--- config.mk ---
export PLATFORM = sky130hd
export DESIGN_NAME = ooo_core
export DESIGN_NICKNAME = d
export VERILOG_FILES = /design/src/design/rv_types_pkg.sv /design/src/design/ooo_pkg.sv /design/src/design/sync_fifo.sv /design/src/design/rob.sv /design/src/design/alu_unit.sv /design/src/design/branch_unit.sv /design/src/design/lsq_unit.sv /design/src/design/ooo_core.sv
export VERILOG_INCLUDE_DIRS = /design/src /design/src/design
export SDC_FILE = /design/constraint.sdc
export NUM_CORES = 2
export LEC_CHECK = 0
export BUFFER_PORTS_ARGS = -buffer_cell sky130_fd_sc_hd__buf_2
export CORE_UTILIZATION = 55
export CTS_CLUSTER_SIZE = 14
export DETAILED_ROUTE_END_ITERATION = 16
export HOLD_SLACK_MARGIN = 0.15
export PLACE_DENSITY = 0.71
export SLEW_MARGIN = 40
export SYNTH_ARGS = -nofsm -noshare
export SYNTH_HDL_FRONTEND = slang
export SYNTH_SLANG_ARGS = --single-unit
--- constraint.sdc ---
create_clock -name clk -period 17.8 [get_ports clk]
set_input_delay 0.89 -clock clk [delete_from_list [all_inputs] [get_ports clk]]
set_output_delay 0.89 -clock clk [all_outputs]
set_load 0.02 [all_outputs]
--- src/design/ooo_params.svh ---
`ifndef OOO_PARAMS_SVH
`define OOO_PARAMS_SVH

// instruction queue entries and the producer's starting credits
`define QUEUE_DEPTH 8

// reorder buffer geometry
`define ROB_SIZE 8
`define TAG_W 3

// retire credits held after reset
`define COMMIT_CREDITS 4

// load/store side
`define LSQ_DEPTH 4
`define MEM_WORDS 16

`endif

--- src/design/rv_types_pkg.sv ---
`default_nettype none

package rv_types_pkg;

	// selects the execution unit
	typedef enum logic [1:0] {
		op_alu    = 2'd0,
		op_branch = 2'd1,
		op_mem    = 2'd2
	} op_class_t;

	typedef enum logic [2:0] {
		alu_add = 3'd0,
		alu_sub = 3'd1,
		alu_and = 3'd2,
		alu_or  = 3'd3,
		alu_xor = 3'd4,
		alu_sll = 3'd5,
		alu_srl = 3'd6,
		alu_sra = 3'd7
	} alu_fn_t;

	// lt compares signed
	typedef enum logic [1:0] {
		br_eq     = 2'd0,
		br_ne     = 2'd1,
		br_lt     = 2'd2,
		br_always = 2'd3
	} br_fn_t;

	// operands come in already resolved, fn is decoded per class
	typedef struct packed {
		logic [31:0] pc;
		op_class_t   op_class;
		logic [2:0]  fn;
		logic [4:0]  rd;
		logic [31:0] a;
		logic [31:0] b;
		logic [31:0] imm;
		logic        is_store;
	} uop_t;

endpackage

`default_nettype wire

--- src/design/ooo_pkg.sv ---
`default_nettype none
`include "ooo_params.svh"

package ooo_pkg;

	import rv_types_pkg::*;

	// rdy marks a valid completion
	typedef struct packed {
		logic [`TAG_W-1:0] tag;
		logic              rdy;
		logic [31:0]       data;
	} sal_t;

	typedef struct packed {
		logic        valid;
		logic        done;
		logic [31:0] pc;
		logic [4:0]  rd;
		logic        is_store;
		logic [31:0] data;
	} rob_t;

	// rob to unit
	typedef struct packed {
		logic              valid;
		logic [`TAG_W-1:0] tag;
		uop_t              uop;
	} disp_t;

	// address already formed at dispatch
	typedef struct packed {
		logic [`TAG_W-1:0] tag;
		logic [31:0]       addr;
		logic [31:0]       wdata;
		logic              is_store;
	} lsq_req_t;

	typedef struct packed {
		logic [`TAG_W-1:0] tag;
		logic [31:0]       pc;
		logic [4:0]        rd;
		logic              is_store;
		logic [31:0]       data;
	} commit_t;

endpackage

`default_nettype wire

--- src/design/sync_fifo.sv ---
`timescale 1ns/1ps
`default_nettype none

module sync_fifo #(
	parameter int DEPTH = 4,
	parameter type payload_t = logic [31:0]
) (
	input  logic     clk,
	input  logic     rst,
	input  logic     wr_en,
	input  payload_t wr_data,
	input  logic     rd_en,
	output payload_t rd_data,
	output logic     empty,
	output logic     full
);

	localparam int PTR_W = (DEPTH > 1) ? $clog2(DEPTH) : 1;
	localparam int CNT_W = $clog2(DEPTH + 1);

	payload_t mem [DEPTH];
	logic [PTR_W-1:0] wr_ptr;
	logic [PTR_W-1:0] rd_ptr;
	logic [CNT_W-1:0] count;
	logic do_wr;
	logic do_rd;

	assign empty = (count == '0);
	assign full = (count == CNT_W'(DEPTH));
	assign do_wr = wr_en && !full;
	assign do_rd = rd_en && !empty;

	// head entry is visible without a read cycle
	assign rd_data = mem[rd_ptr];

	always_ff @(posedge clk) begin
		if (do_wr) begin
			mem[wr_ptr] <= wr_data;
		end
	end

	always_ff @(posedge clk) begin
		if (rst) begin
			wr_ptr <= '0;
			rd_ptr <= '0;
			count <= '0;
		end else begin
			if (do_wr) begin
				wr_ptr <= (wr_ptr == PTR_W'(DEPTH - 1)) ? '0 : wr_ptr + 1'b1;
			end
			if (do_rd) begin
				rd_ptr <= (rd_ptr == PTR_W'(DEPTH - 1)) ? '0 : rd_ptr + 1'b1;
			end
			count <= count + CNT_W'(do_wr) - CNT_W'(do_rd);
		end
	end

	a_no_overflow: assert property (@(posedge clk) disable iff (rst) wr_en |-> !full)
		else $error("sync_fifo: write while full");
	a_no_underflow: assert property (@(posedge clk) disable iff (rst) rd_en |-> !empty)
		else $error("sync_fifo: read while empty");

endmodule

`default_nettype wire

--- src/design/rob.sv ---
`timescale 1ns/1ps
`default_nettype none
`include "ooo_params.svh"

module rob
	import rv_types_pkg::*;
	import ooo_pkg::*;
(
	input  logic    clk,
	input  logic    rst,
	input  uop_t    q_uop,
	input  logic    q_empty,
	output logic    q_pop,
	input  logic    alu_ready,
	input  logic    br_ready,
	input  logic    lsq_ready,
	output disp_t   alu_disp,
	output disp_t   br_disp,
	output disp_t   lsq_disp,
	input  sal_t    alu_done,
	input  sal_t    br_done,
	input  sal_t    lsq_done,
	output logic    commit_valid,
	output commit_t commit_out,
	input  logic    commit_credit
);

	localparam int CNT_W = `TAG_W + 1;
	localparam int CRED_W = $clog2(`COMMIT_CREDITS + 1);

	rob_t arr [`ROB_SIZE];
	logic [`TAG_W-1:0] head;
	logic [`TAG_W-1:0] tail;
	logic [CNT_W-1:0] count;
	logic [CRED_W-1:0] credits;
	logic full;
	logic unit_ready;
	logic alloc;
	logic retire;
	sal_t done_bus [3];

	function automatic logic [`TAG_W-1:0] next_ptr(input logic [`TAG_W-1:0] ptr);
		return (ptr == `TAG_W'(`ROB_SIZE - 1)) ? '0 : ptr + 1'b1;
	endfunction

	assign full = (count == CNT_W'(`ROB_SIZE));

	// back-pressure from the unit this op is headed for
	always_comb begin
		case (q_uop.op_class)
			op_alu: unit_ready = alu_ready;
			op_branch: unit_ready = br_ready;
			op_mem: unit_ready = lsq_ready;
			default: unit_ready = 1'b0;
		endcase
	end

	assign alloc = !q_empty && !full && unit_ready;
	assign q_pop = alloc;

	assign alu_disp = '{valid: alloc && (q_uop.op_class == op_alu), tag: tail, uop: q_uop};
	assign br_disp = '{valid: alloc && (q_uop.op_class == op_branch), tag: tail, uop: q_uop};
	assign lsq_disp = '{valid: alloc && (q_uop.op_class == op_mem), tag: tail, uop: q_uop};

	// head goes only when finished and the consumer has room
	assign retire = arr[head].valid && arr[head].done && (credits != '0);

	assign done_bus[0] = alu_done;
	assign done_bus[1] = br_done;
	assign done_bus[2] = lsq_done;

	always_ff @(posedge clk) begin
		if (rst) begin
			head <= '0;
			tail <= '0;
			count <= '0;
			credits <= CRED_W'(`COMMIT_CREDITS);
			for (int i = 0; i < `ROB_SIZE; i++) begin
				arr[i].valid <= 1'b0;
				arr[i].done <= 1'b0;
			end
		end else begin
			if (alloc) begin
				arr[tail] <= '{
					valid: 1'b1,
					done: 1'b0,
					pc: q_uop.pc,
					rd: q_uop.rd,
					is_store: q_uop.is_store,
					data: '0
				};
				tail <= next_ptr(tail);
			end
			// up to three completions land per cycle, always on distinct tags
			for (int i = 0; i < 3; i++) begin
				if (done_bus[i].rdy) begin
					arr[done_bus[i].tag].done <= 1'b1;
					arr[done_bus[i].tag].data <= done_bus[i].data;
				end
			end
			if (retire) begin
				arr[head].valid <= 1'b0;
				head <= next_ptr(head);
			end
			count <= count + CNT_W'(alloc) - CNT_W'(retire);
			// retire and returned credit cancel
			credits <= credits - CRED_W'(retire) + CRED_W'(commit_credit);
		end
	end

	always_ff @(posedge clk) begin
		if (rst) begin
			commit_valid <= 1'b0;
		end else begin
			commit_valid <= retire;
		end
	end

	always_ff @(posedge clk) begin
		if (retire) begin
			commit_out <= '{
				tag: head,
				pc: arr[head].pc,
				rd: arr[head].rd,
				is_store: arr[head].is_store,
				data: arr[head].data
			};
		end
	end

	for (genvar g = 0; g < 3; g++) begin : g_done_chk
		a_done_valid: assert property (@(posedge clk) disable iff (rst)
			done_bus[g].rdy |-> arr[done_bus[g].tag].valid)
			else $error("rob: completion for a free entry");
	end

	a_credit_max: assert property (@(posedge clk) disable iff (rst)
		credits <= CRED_W'(`COMMIT_CREDITS))
		else $error("rob: commit credits above limit");

endmodule

`default_nettype wire

--- src/design/alu_unit.sv ---
`timescale 1ns/1ps
`default_nettype none
`include "ooo_params.svh"

module alu_unit
	import rv_types_pkg::*;
	import ooo_pkg::*;
(
	input  logic  clk,
	input  logic  rst,
	input  disp_t disp,
	output sal_t  done
);

	logic [31:0] result;
	logic vld_q;
	logic [`TAG_W-1:0] tag_q;
	logic [31:0] data_q;

	always_comb begin
		case (alu_fn_t'(disp.uop.fn))
			alu_add: result = disp.uop.a + disp.uop.b;
			alu_sub: result = disp.uop.a - disp.uop.b;
			alu_and: result = disp.uop.a & disp.uop.b;
			alu_or: result = disp.uop.a | disp.uop.b;
			alu_xor: result = disp.uop.a ^ disp.uop.b;
			// shift amount from the low five bits
			alu_sll: result = disp.uop.a << disp.uop.b[4:0];
			alu_srl: result = disp.uop.a >> disp.uop.b[4:0];
			alu_sra: result = 32'($signed(disp.uop.a) >>> disp.uop.b[4:0]);
			default: result = '0;
		endcase
	end

	always_ff @(posedge clk) begin
		if (rst) begin
			vld_q <= 1'b0;
		end else begin
			vld_q <= disp.valid;
		end
	end

	always_ff @(posedge clk) begin
		tag_q <= disp.tag;
		data_q <= result;
	end

	assign done = '{tag: tag_q, rdy: vld_q, data: data_q};

endmodule

`default_nettype wire

--- src/design/branch_unit.sv ---
`timescale 1ns/1ps
`default_nettype none
`include "ooo_params.svh"

module branch_unit
	import rv_types_pkg::*;
	import ooo_pkg::*;
(
	input  logic  clk,
	input  logic  rst,
	input  disp_t disp,
	output sal_t  done
);

	logic cond;
	logic s1_valid;
	logic s1_taken;
	logic [`TAG_W-1:0] s1_tag;
	logic [31:0] s1_pc;
	logic [31:0] s1_imm;
	logic s2_valid;
	logic [`TAG_W-1:0] s2_tag;
	logic [31:0] s2_npc;

	always_comb begin
		case (br_fn_t'(disp.uop.fn[1:0]))
			br_eq: cond = (disp.uop.a == disp.uop.b);
			br_ne: cond = (disp.uop.a != disp.uop.b);
			br_lt: cond = ($signed(disp.uop.a) < $signed(disp.uop.b));
			default: cond = 1'b1;
		endcase
	end

	always_ff @(posedge clk) begin
		if (rst) begin
			s1_valid <= 1'b0;
			s2_valid <= 1'b0;
		end else begin
			s1_valid <= disp.valid;
			s2_valid <= s1_valid;
		end
	end

	// stage one compares, stage two forms the target
	always_ff @(posedge clk) begin
		s1_taken <= cond;
		s1_tag <= disp.tag;
		s1_pc <= disp.uop.pc;
		s1_imm <= disp.uop.imm;
		s2_tag <= s1_tag;
		s2_npc <= s1_taken ? (s1_pc + s1_imm) : (s1_pc + 32'd4);
	end

	assign done = '{tag: s2_tag, rdy: s2_valid, data: s2_npc};

endmodule

`default_nettype wire

--- src/design/lsq_unit.sv ---
`timescale 1ns/1ps
`default_nettype none
`include "ooo_params.svh"

module lsq_unit
	import ooo_pkg::*;
(
	input  logic  clk,
	input  logic  rst,
	input  disp_t disp,
	output logic  ready,
	output sal_t  done
);

	localparam int IDX_W = $clog2(`MEM_WORDS);

	lsq_req_t req_in;
	lsq_req_t req_head;
	logic q_empty;
	logic q_full;
	logic [IDX_W-1:0] idx;
	logic [31:0] mem [`MEM_WORDS];
	logic vld_q;
	logic [`TAG_W-1:0] tag_q;
	logic [31:0] data_q;

	assign req_in = '{
		tag: disp.tag,
		addr: disp.uop.a + disp.uop.imm,
		wdata: disp.uop.b,
		is_store: disp.uop.is_store
	};

	// accesses leave in program order, one per cycle
	sync_fifo #(
		.DEPTH(`LSQ_DEPTH),
		.payload_t(lsq_req_t)
	) i_lsq_fifo (
		.clk(clk),
		.rst(rst),
		.wr_en(disp.valid),
		.wr_data(req_in),
		.rd_en(!q_empty),
		.rd_data(req_head),
		.empty(q_empty),
		.full(q_full)
	);

	assign ready = !q_full;

	// word address wraps over the memory
	assign idx = req_head.addr[2 +: IDX_W];

	always_ff @(posedge clk) begin
		if (rst) begin
			vld_q <= 1'b0;
			for (int i = 0; i < `MEM_WORDS; i++) begin
				mem[i] <= '0;
			end
		end else begin
			vld_q <= !q_empty;
			if (!q_empty && req_head.is_store) begin
				mem[idx] <= req_head.wdata;
			end
		end
	end

	always_ff @(posedge clk) begin
		tag_q <= req_head.tag;
		data_q <= req_head.is_store ? 32'd0 : mem[idx];
	end

	assign done = '{tag: tag_q, rdy: vld_q, data: data_q};

endmodule

`default_nettype wire

--- src/design/ooo_core.sv ---
`timescale 1ns/1ps
`default_nettype none
`include "ooo_params.svh"

module ooo_core
	import rv_types_pkg::*;
	import ooo_pkg::*;
(
	input  logic    clk,
	input  logic    rst,
	input  logic    in_valid,
	input  uop_t    in_uop,
	output logic    in_credit,
	output logic    commit_valid,
	output commit_t commit_out,
	input  logic    commit_credit
);

	uop_t q_uop;
	logic q_empty;
	logic q_pop;
	logic lsq_ready;
	disp_t alu_disp;
	disp_t br_disp;
	disp_t lsq_disp;
	sal_t alu_done;
	sal_t br_done;
	sal_t lsq_done;

	// producer credits keep the queue from overflowing
	sync_fifo #(
		.DEPTH(`QUEUE_DEPTH),
		.payload_t(uop_t)
	) i_instr_q (
		.clk(clk),
		.rst(rst),
		.wr_en(in_valid),
		.wr_data(in_uop),
		.rd_en(q_pop),
		.rd_data(q_uop),
		.empty(q_empty),
		.full()
	);

	rob i_rob (
		.clk(clk),
		.rst(rst),
		.q_uop(q_uop),
		.q_empty(q_empty),
		.q_pop(q_pop),
		.alu_ready(1'b1),
		.br_ready(1'b1),
		.lsq_ready(lsq_ready),
		.alu_disp(alu_disp),
		.br_disp(br_disp),
		.lsq_disp(lsq_disp),
		.alu_done(alu_done),
		.br_done(br_done),
		.lsq_done(lsq_done),
		.commit_valid(commit_valid),
		.commit_out(commit_out),
		.commit_credit(commit_credit)
	);

	alu_unit i_alu (.clk(clk), .rst(rst), .disp(alu_disp), .done(alu_done));

	branch_unit i_branch (.clk(clk), .rst(rst), .disp(br_disp), .done(br_done));

	lsq_unit i_lsq (
		.clk(clk),
		.rst(rst),
		.disp(lsq_disp),
		.ready(lsq_ready),
		.done(lsq_done)
	);

	// one credit back per popped entry
	always_ff @(posedge clk) begin
		if (rst) begin
			in_credit <= 1'b0;
		end else begin
			in_credit <= q_pop;
		end
	end

endmodule

`default_nettype wire

* After elaboration in Yosys (flattened, before gate mapping)
Memory sizes are Yosys's and may differ from the RTL's. A register that Yosys moved wholly into a read port is not among the register bits. Index checks and enable logic that the tools add are counted.
Word-level totals: bits in latches 0, memories 4, register bits 247, bits in writable memories 2472, memory bits (read-only) 0, bits of input ports 143, output and inout bits 75, logic and storage cells 168
Operators by class: $mul 0, bitwise logic cells 3, reductions and logical operators 29, eq/ne operators 22, mux-type cells 58, add/subtract/negate cells 19, order comparisons 1, divide/modulo/power cells 0, shift operators 3
Memory list:
- i_instr_q.mem | depth 8, bits a word 139, read ports 1, clocked after Yosys merged registers in 1, wr ports 1, RTL line sync_fifo.sv:21 | payload_t mem [DEPTH];
- i_rob.arr | depth 8, bits a word 72, read ports 1, clocked after Yosys merged registers in 1, wr ports 8, RTL line rob.sv:31 | rob_t arr [`ROB_SIZE];
- i_lsq.mem | depth 16, bits a word 32, read ports 1, clocked after Yosys merged registers in 1, wr ports 16, RTL line lsq_unit.sv:22 | logic [31:0] mem [`MEM_WORDS];
- i_lsq.i_lsq_fifo.mem | depth 4, bits a word 68, read ports 1, clocked after Yosys merged registers in 1, wr ports 1, RTL line sync_fifo.sv:21
Operators with widths (count):
- two-way mux 72 bit | 5
- OR reduction 72 bit | 5
- case mux 32 bit (8 select lines) | 1
- adder 32 bit | 3
- two-way mux 32 bit | 2
- two-way mux 3 bit | 14
- adder 32 x 3 -> 32 bit (second input constant) | 1
- bitwise AND 32 bit | 1
- == test 32 bit | 1
- less-than comparator 32 bit | 1
- != test 32 bit | 1
- bitwise OR 32 bit | 1
- OR reduction 32 bit | 1
- left shift 32 x 5 -> 32 bit | 1
- right shift 32 x 5 -> 32 bit | 1
- >>> shifter 32 x 5 -> 32 bit | 1
- subtractor 32 bit | 1
- XOR 32 bit | 1
- == test 3 bit (second input constant) | 9
- two-way mux 1 bit | 25
- two-way mux 4 bit | 4
- adder 3 x 1 -> 3 bit (second input constant) | 4
- logical AND 1 bit | 11
- two-way mux 2 bit | 5
- other kinds (18) | 35

* Depth between registers and ports, before layout
word-level depth 9, depth in mapped cells 21

* By module
A second synthesis with hierarchy kept.
Unflattened totals: cells, all modules 8069, area, all modules 126144.7 um^2
Modules (own cells, without submodules):
- sync_fifo at i_instr_q | times used 1, sequential area each 33652.3 um^2, cells an instance 1685, area each 42395.7 um^2
- rob | times used 1, sequential area each 19668.9 um^2, cells an instance 2543, area each 33668.5 um^2
- lsq_unit | times used 1, sequential area each 16095.4 um^2, cells an instance 1661, area each 25513.2 um^2
- sync_fifo at i_lsq.i_lsq_fifo | times used 1, sequential area each 8348.0 um^2, cells an instance 406, area each 10284.9 um^2
- alu_unit | times used 1, sequential area each 720.7 um^2, cells an instance 1186, area each 8824.7 um^2
- branch_unit | times used 1, sequential area each 2102.0 um^2, cells an instance 585, area each 5420.2 um^2
- ooo_core | times used 1, sequential area each 20.0 um^2, cells an instance 3, area each 37.5 um^2

* Worst setup path before layout
OpenSTA, ideal clock, no wires.
path type input-to-reg, start point input port in_valid, end point memory i_instr_q.mem[0][0] in the netlist's numbering (enable), setup slack 2.657 ns, data arrival time 14.165 ns, required time 16.822 ns, stages on the path 2, cells stage by stage nand2_1 > nor4_1
On the way: word-level cells in the longest chain between the ends 3
Ends and longest elaborated chain:
- start: declaration | RTL line ooo_core.sv:11 | input logic in_valid,
- logical AND 1 bit | RTL line sync_fifo.sv:30 | assign do_wr = wr_en && !full;
- two-way mux 1 bit | RTL line sync_fifo.sv:37 | if (do_wr) begin
- two-way mux 1 bit (implied by the code) | RTL line sync_fifo.sv:38 | mem[wr_ptr] <= wr_data;
- end: declaration | RTL line sync_fifo.sv:21
Every way passes these cells.

==> results by group <==
Critical path
  – WP data required: between 15,000 and 20,000 ps
  – Crit-path cells: buf_12 > buf_6 > mux4_2 > mux2i_4 > buf_4 > ha_1 > nor3_1 > a2111oi_2 > o31ai_1 > a21oi_1 > o41ai_1 > a211o_1 > a221o_1 > o22ai_1 > o21bai_1 > o2111ai_1
  – CP peak stage delay: 760 ps
  – Largest delay contributor family on the critical path: compound AO/OA/AOI/OAI gates
  – Worst Path Buf+Inv: 3
  – CP endpoint kind: flop
  – Reg2Reg Setup Slack: approximately 11,000 ps
  – Crit start category: flop
  – CP arrival: between 7000 and 8000 ps
  – Critical path class: reg2reg
  – Slowest CP cell: o41ai_1
  – Crit-path max FO: just under 60

Layout
  – Share of cells above drive strength 1: 0.222
  – Fillcell total: between 10,000 and 15,000
  – Final net count: 7,903
  – Finished Layout Cells: between 10,000 and 15,000
  – Area growth, synth to finish: 12.0%
  – Util after Layout: 0.621

Synthesis
  – Ys Warns: 0
  – Synthesized net count: just under 8,000
  – Post-synthesis cell count: between 7,000 and 8,000
  – Post-synth ARST share: 0
  – Mean Syn Cell Area: 15.4 sq um
  – Synth unique cells: 94
  – Post-synthesis register bit count: ~2,600
  – Area contributors post-synth: edfxtp_1, mux4_2, dfxtp_1
  – Register area share after synthesis: 0.672
  – Top_reg_cell synth: edfxtp_1
  – Count leader, synth: edfxtp_1
  – Synth top area share: 0.632
  – EDFF count, synth: roughly 2,400
  – Area leader, netlist: edfxtp_1
  – Post-Syn Area: 115,000 sq um
  – Synth cell count leaders: edfxtp_1, nor2_1, mux4_2, nand2_1, clkbuf_1

Power
  – P per Cell Area: between 150 and 200 nW/um^2
  – P_int: 0.0143 W
  – Static leakage: between 40 and 50 nW
  – Clock share of power: 0.257
  – Max VDD drop: ~0.00013 V
  – Sequential fraction of design power: 0.370
  – Sw Share: 0.373
  – Switching power total: ~0.0085 W
  – Comb pwr share: 0.373

Flow run
  – Max-cap violations: 0

Timing
  – Setup Skew: between 90 and 100 ps
  – Final setup vio count: 0
  – Period minus WS final: 6640 ps
  – Hold Vio Cnt, Final: 0
  – Final Slew Violations: 0
  – Unrepaired setup endpoints after global routing: no
  – Setup TNS: 0 ps
  – Tcrit/Tclk final: 0.373
  – Slew @ Worst Pin: slightly above 900 ps
  – Maximum clock rate: between 0.15 and 0.2 GHz
  – Slew headroom: 0.371

Drt
  – DR vias: between 60,000 and 70,000
  – DRC: 0
  – Via density: around 6.5
  – Routed WL per cell: approximately 30 um
  – Initial DRT Pass Iterations: 9
  – Drt total wl: approximately 320,000 um
  – Number of nets with antenna violations after routing: 0
  – 1st-iter DRT viols: 8,716

GRT
  – Vias in the first global route: between 60,000 and 70,000
  – First-pass GRT wire length: 459,000 um
  – Gr usage total: 0.300
  – Initial antenna violation count: 32
  – Pin count of the biggest net entering global routing: 70
  – Overflow after GRT: 0

Floorplan
  – Core Box Area: roughly 210,000 sq um
  – Rows: 167
  – Initial core utilization: 0.554
  – I/O pins: approximately 220
  – Height of the die: approximately 460 um
  – Die X: about 460 um
  – Die ar.: 211,000 sq um

CTS
  – CTS Sinks: ~2,600
  – CTS tree: built
  – # H-tree levels: 5
  – CTS buffer count: about 290
  – Longest Clk Path Bufs: 4
  – CTS-repair resized insts: 0
  – Root Buffer: clkbuf_16
  – Clk_lat worst skew: 1010 ps
  – Clk slew on worst S/H paths: roughly 60 ps

Placed design
  – Post-DP HPWL: roughly 190,000 um
  – Dpl cells: 10,050
  – RD Place Congestion: 0.994
  – Port bufs: approximately 220

Outcome
  – Status: completed

Min path
  – Worst Hold Class: in2reg
[per-stage QoR]
stage	hold WS [ps]	power (W)	area [sq um]	setup slack, ps
detailed placement	353	0.0168	119000	11100
finish	193	0.0227	129000	11160
floorplan	344	0.0138	115000	2660
global route	170	0.0236	129000	10870
CTS	151	0.0226	128000	10970
global placement	352	0.0166	119000	11050
[sequential cells by signal, indices dropped and copies added, names as in the netlist, 4 cells and up, named ones only]
register,flops
i_rob.commit_out,73
i_rob.arr,576
i_rob.count,4
i_lsq.data_q,32
i_instr_q.count,4
i_instr_q.mem,1112
i_branch.s2_npc,32
i_lsq.mem,512
i_branch.s1_imm,32
i_lsq.i_lsq_fifo.mem,160
i_branch.s1_pc,32
i_alu.data_q,32
[metal layers]
metal | wire (um) | GRT usage | up-vias
met5 | 183 | 0 | -
met4 | 12800 | 0.115 | 28
met3 | 36000 | 0.0755 | 741
met2 | 144000 | 0.451 | 4051
met1 | 123000 | 0.423 | 34755
li1 | - | - | 29045
[worst register-to-register path, cell delays in order, from the launching register on]
cell and delay [ps]:
dfxtp_4 580, buf_12 280, buf_6 520, mux4_2 630
mux2i_4 140, buf_4 550, ha_1 460, nor3_1 430
a2111oi_2 170, o31ai_1 640, a21oi_1 220, o41ai_1 760
a211o_1 300, a221o_1 200, o22ai_1 90, o21bai_1 280
o2111ai_1 140
[logic make-up (layout without fill, tap and decap cells)]
family,count (synthesis),after routing,synth area share
other cells,0,23,0
fa+ha+maj,168,168,0.0188
mux,955,955,0.151
buf+inv,709,1062,0.0252
compound gates,1195,1195,0.0660
flops,2647,2647,0.672
simple gates,1704,1704,0.0619
xor+xnor,69,69,0.00538
[power groups by stage]
stage / sequential [W] / combinational, W / clock, W
4_1_cts: 0.00840 / 0.00830 / 0.00591
5_1_grt: 0.00845 / 0.00897 / 0.00614
2_1_floorplan: 0.00808 / 0.00571 / 0
3_3_place_gp: 0.00848 / 0.00812 / 0
6_report: 0.00840 / 0.00848 / 0.00584
3_5_place_dp: 0.00852 / 0.00823 / 0
[area by class of cell]
class	count	area [sq um]	area share
multi-input combinational	4091	35200	0.274
clock buffer	356	7690	0.0598
tap	2788	3490	0.0271
sequential	2647	77200	0.600
inverter	127	487	0.00378
timing repair buffer	440	3050	0.0237
clock inverter	139	1450	0.0112
antenna	23	57.6	0.000447
[layout by cell type (no fill, tap or decap), drive strengths merged, types with 37 or more instances in the layout]
cell type / count
dfxtp: 230
nor2: 935
nor2b: 56
edfxtp: 2417
clkbuf: 356
mux2: 204
xnor2: 37
a22oi: 270
and2: 39
mux4: 586
mux2i: 165
nand2: 458
clkinv: 94
ha: 161
dlygate4sd3: 39
buf: 401
a21oi: 366
o21ai: 268
inv: 137
nor3: 55
nand3: 57
[timing repair]
action / 4_1_cts / 5_1_grt
setup buffers: 0 / 0
hold buffers: 39 / 0
setup endpoints to repair: 0 / 0
endpoints found under the hold margin: 243 / 0
[worst paths after layout]
kind / start / to / depth (start not counted)
max: flop / i_alu.data_q[19] / 16
min: in_uop[19] / i_instr_q.mem[1][19] / 1
max reg2reg: flop / i_alu.data_q[19] / 16
min reg2reg: i_branch.s1_tag[0] / i_branch.s2_tag[0] / 0
No activity file was read; power rests on OpenSTA's default activity.
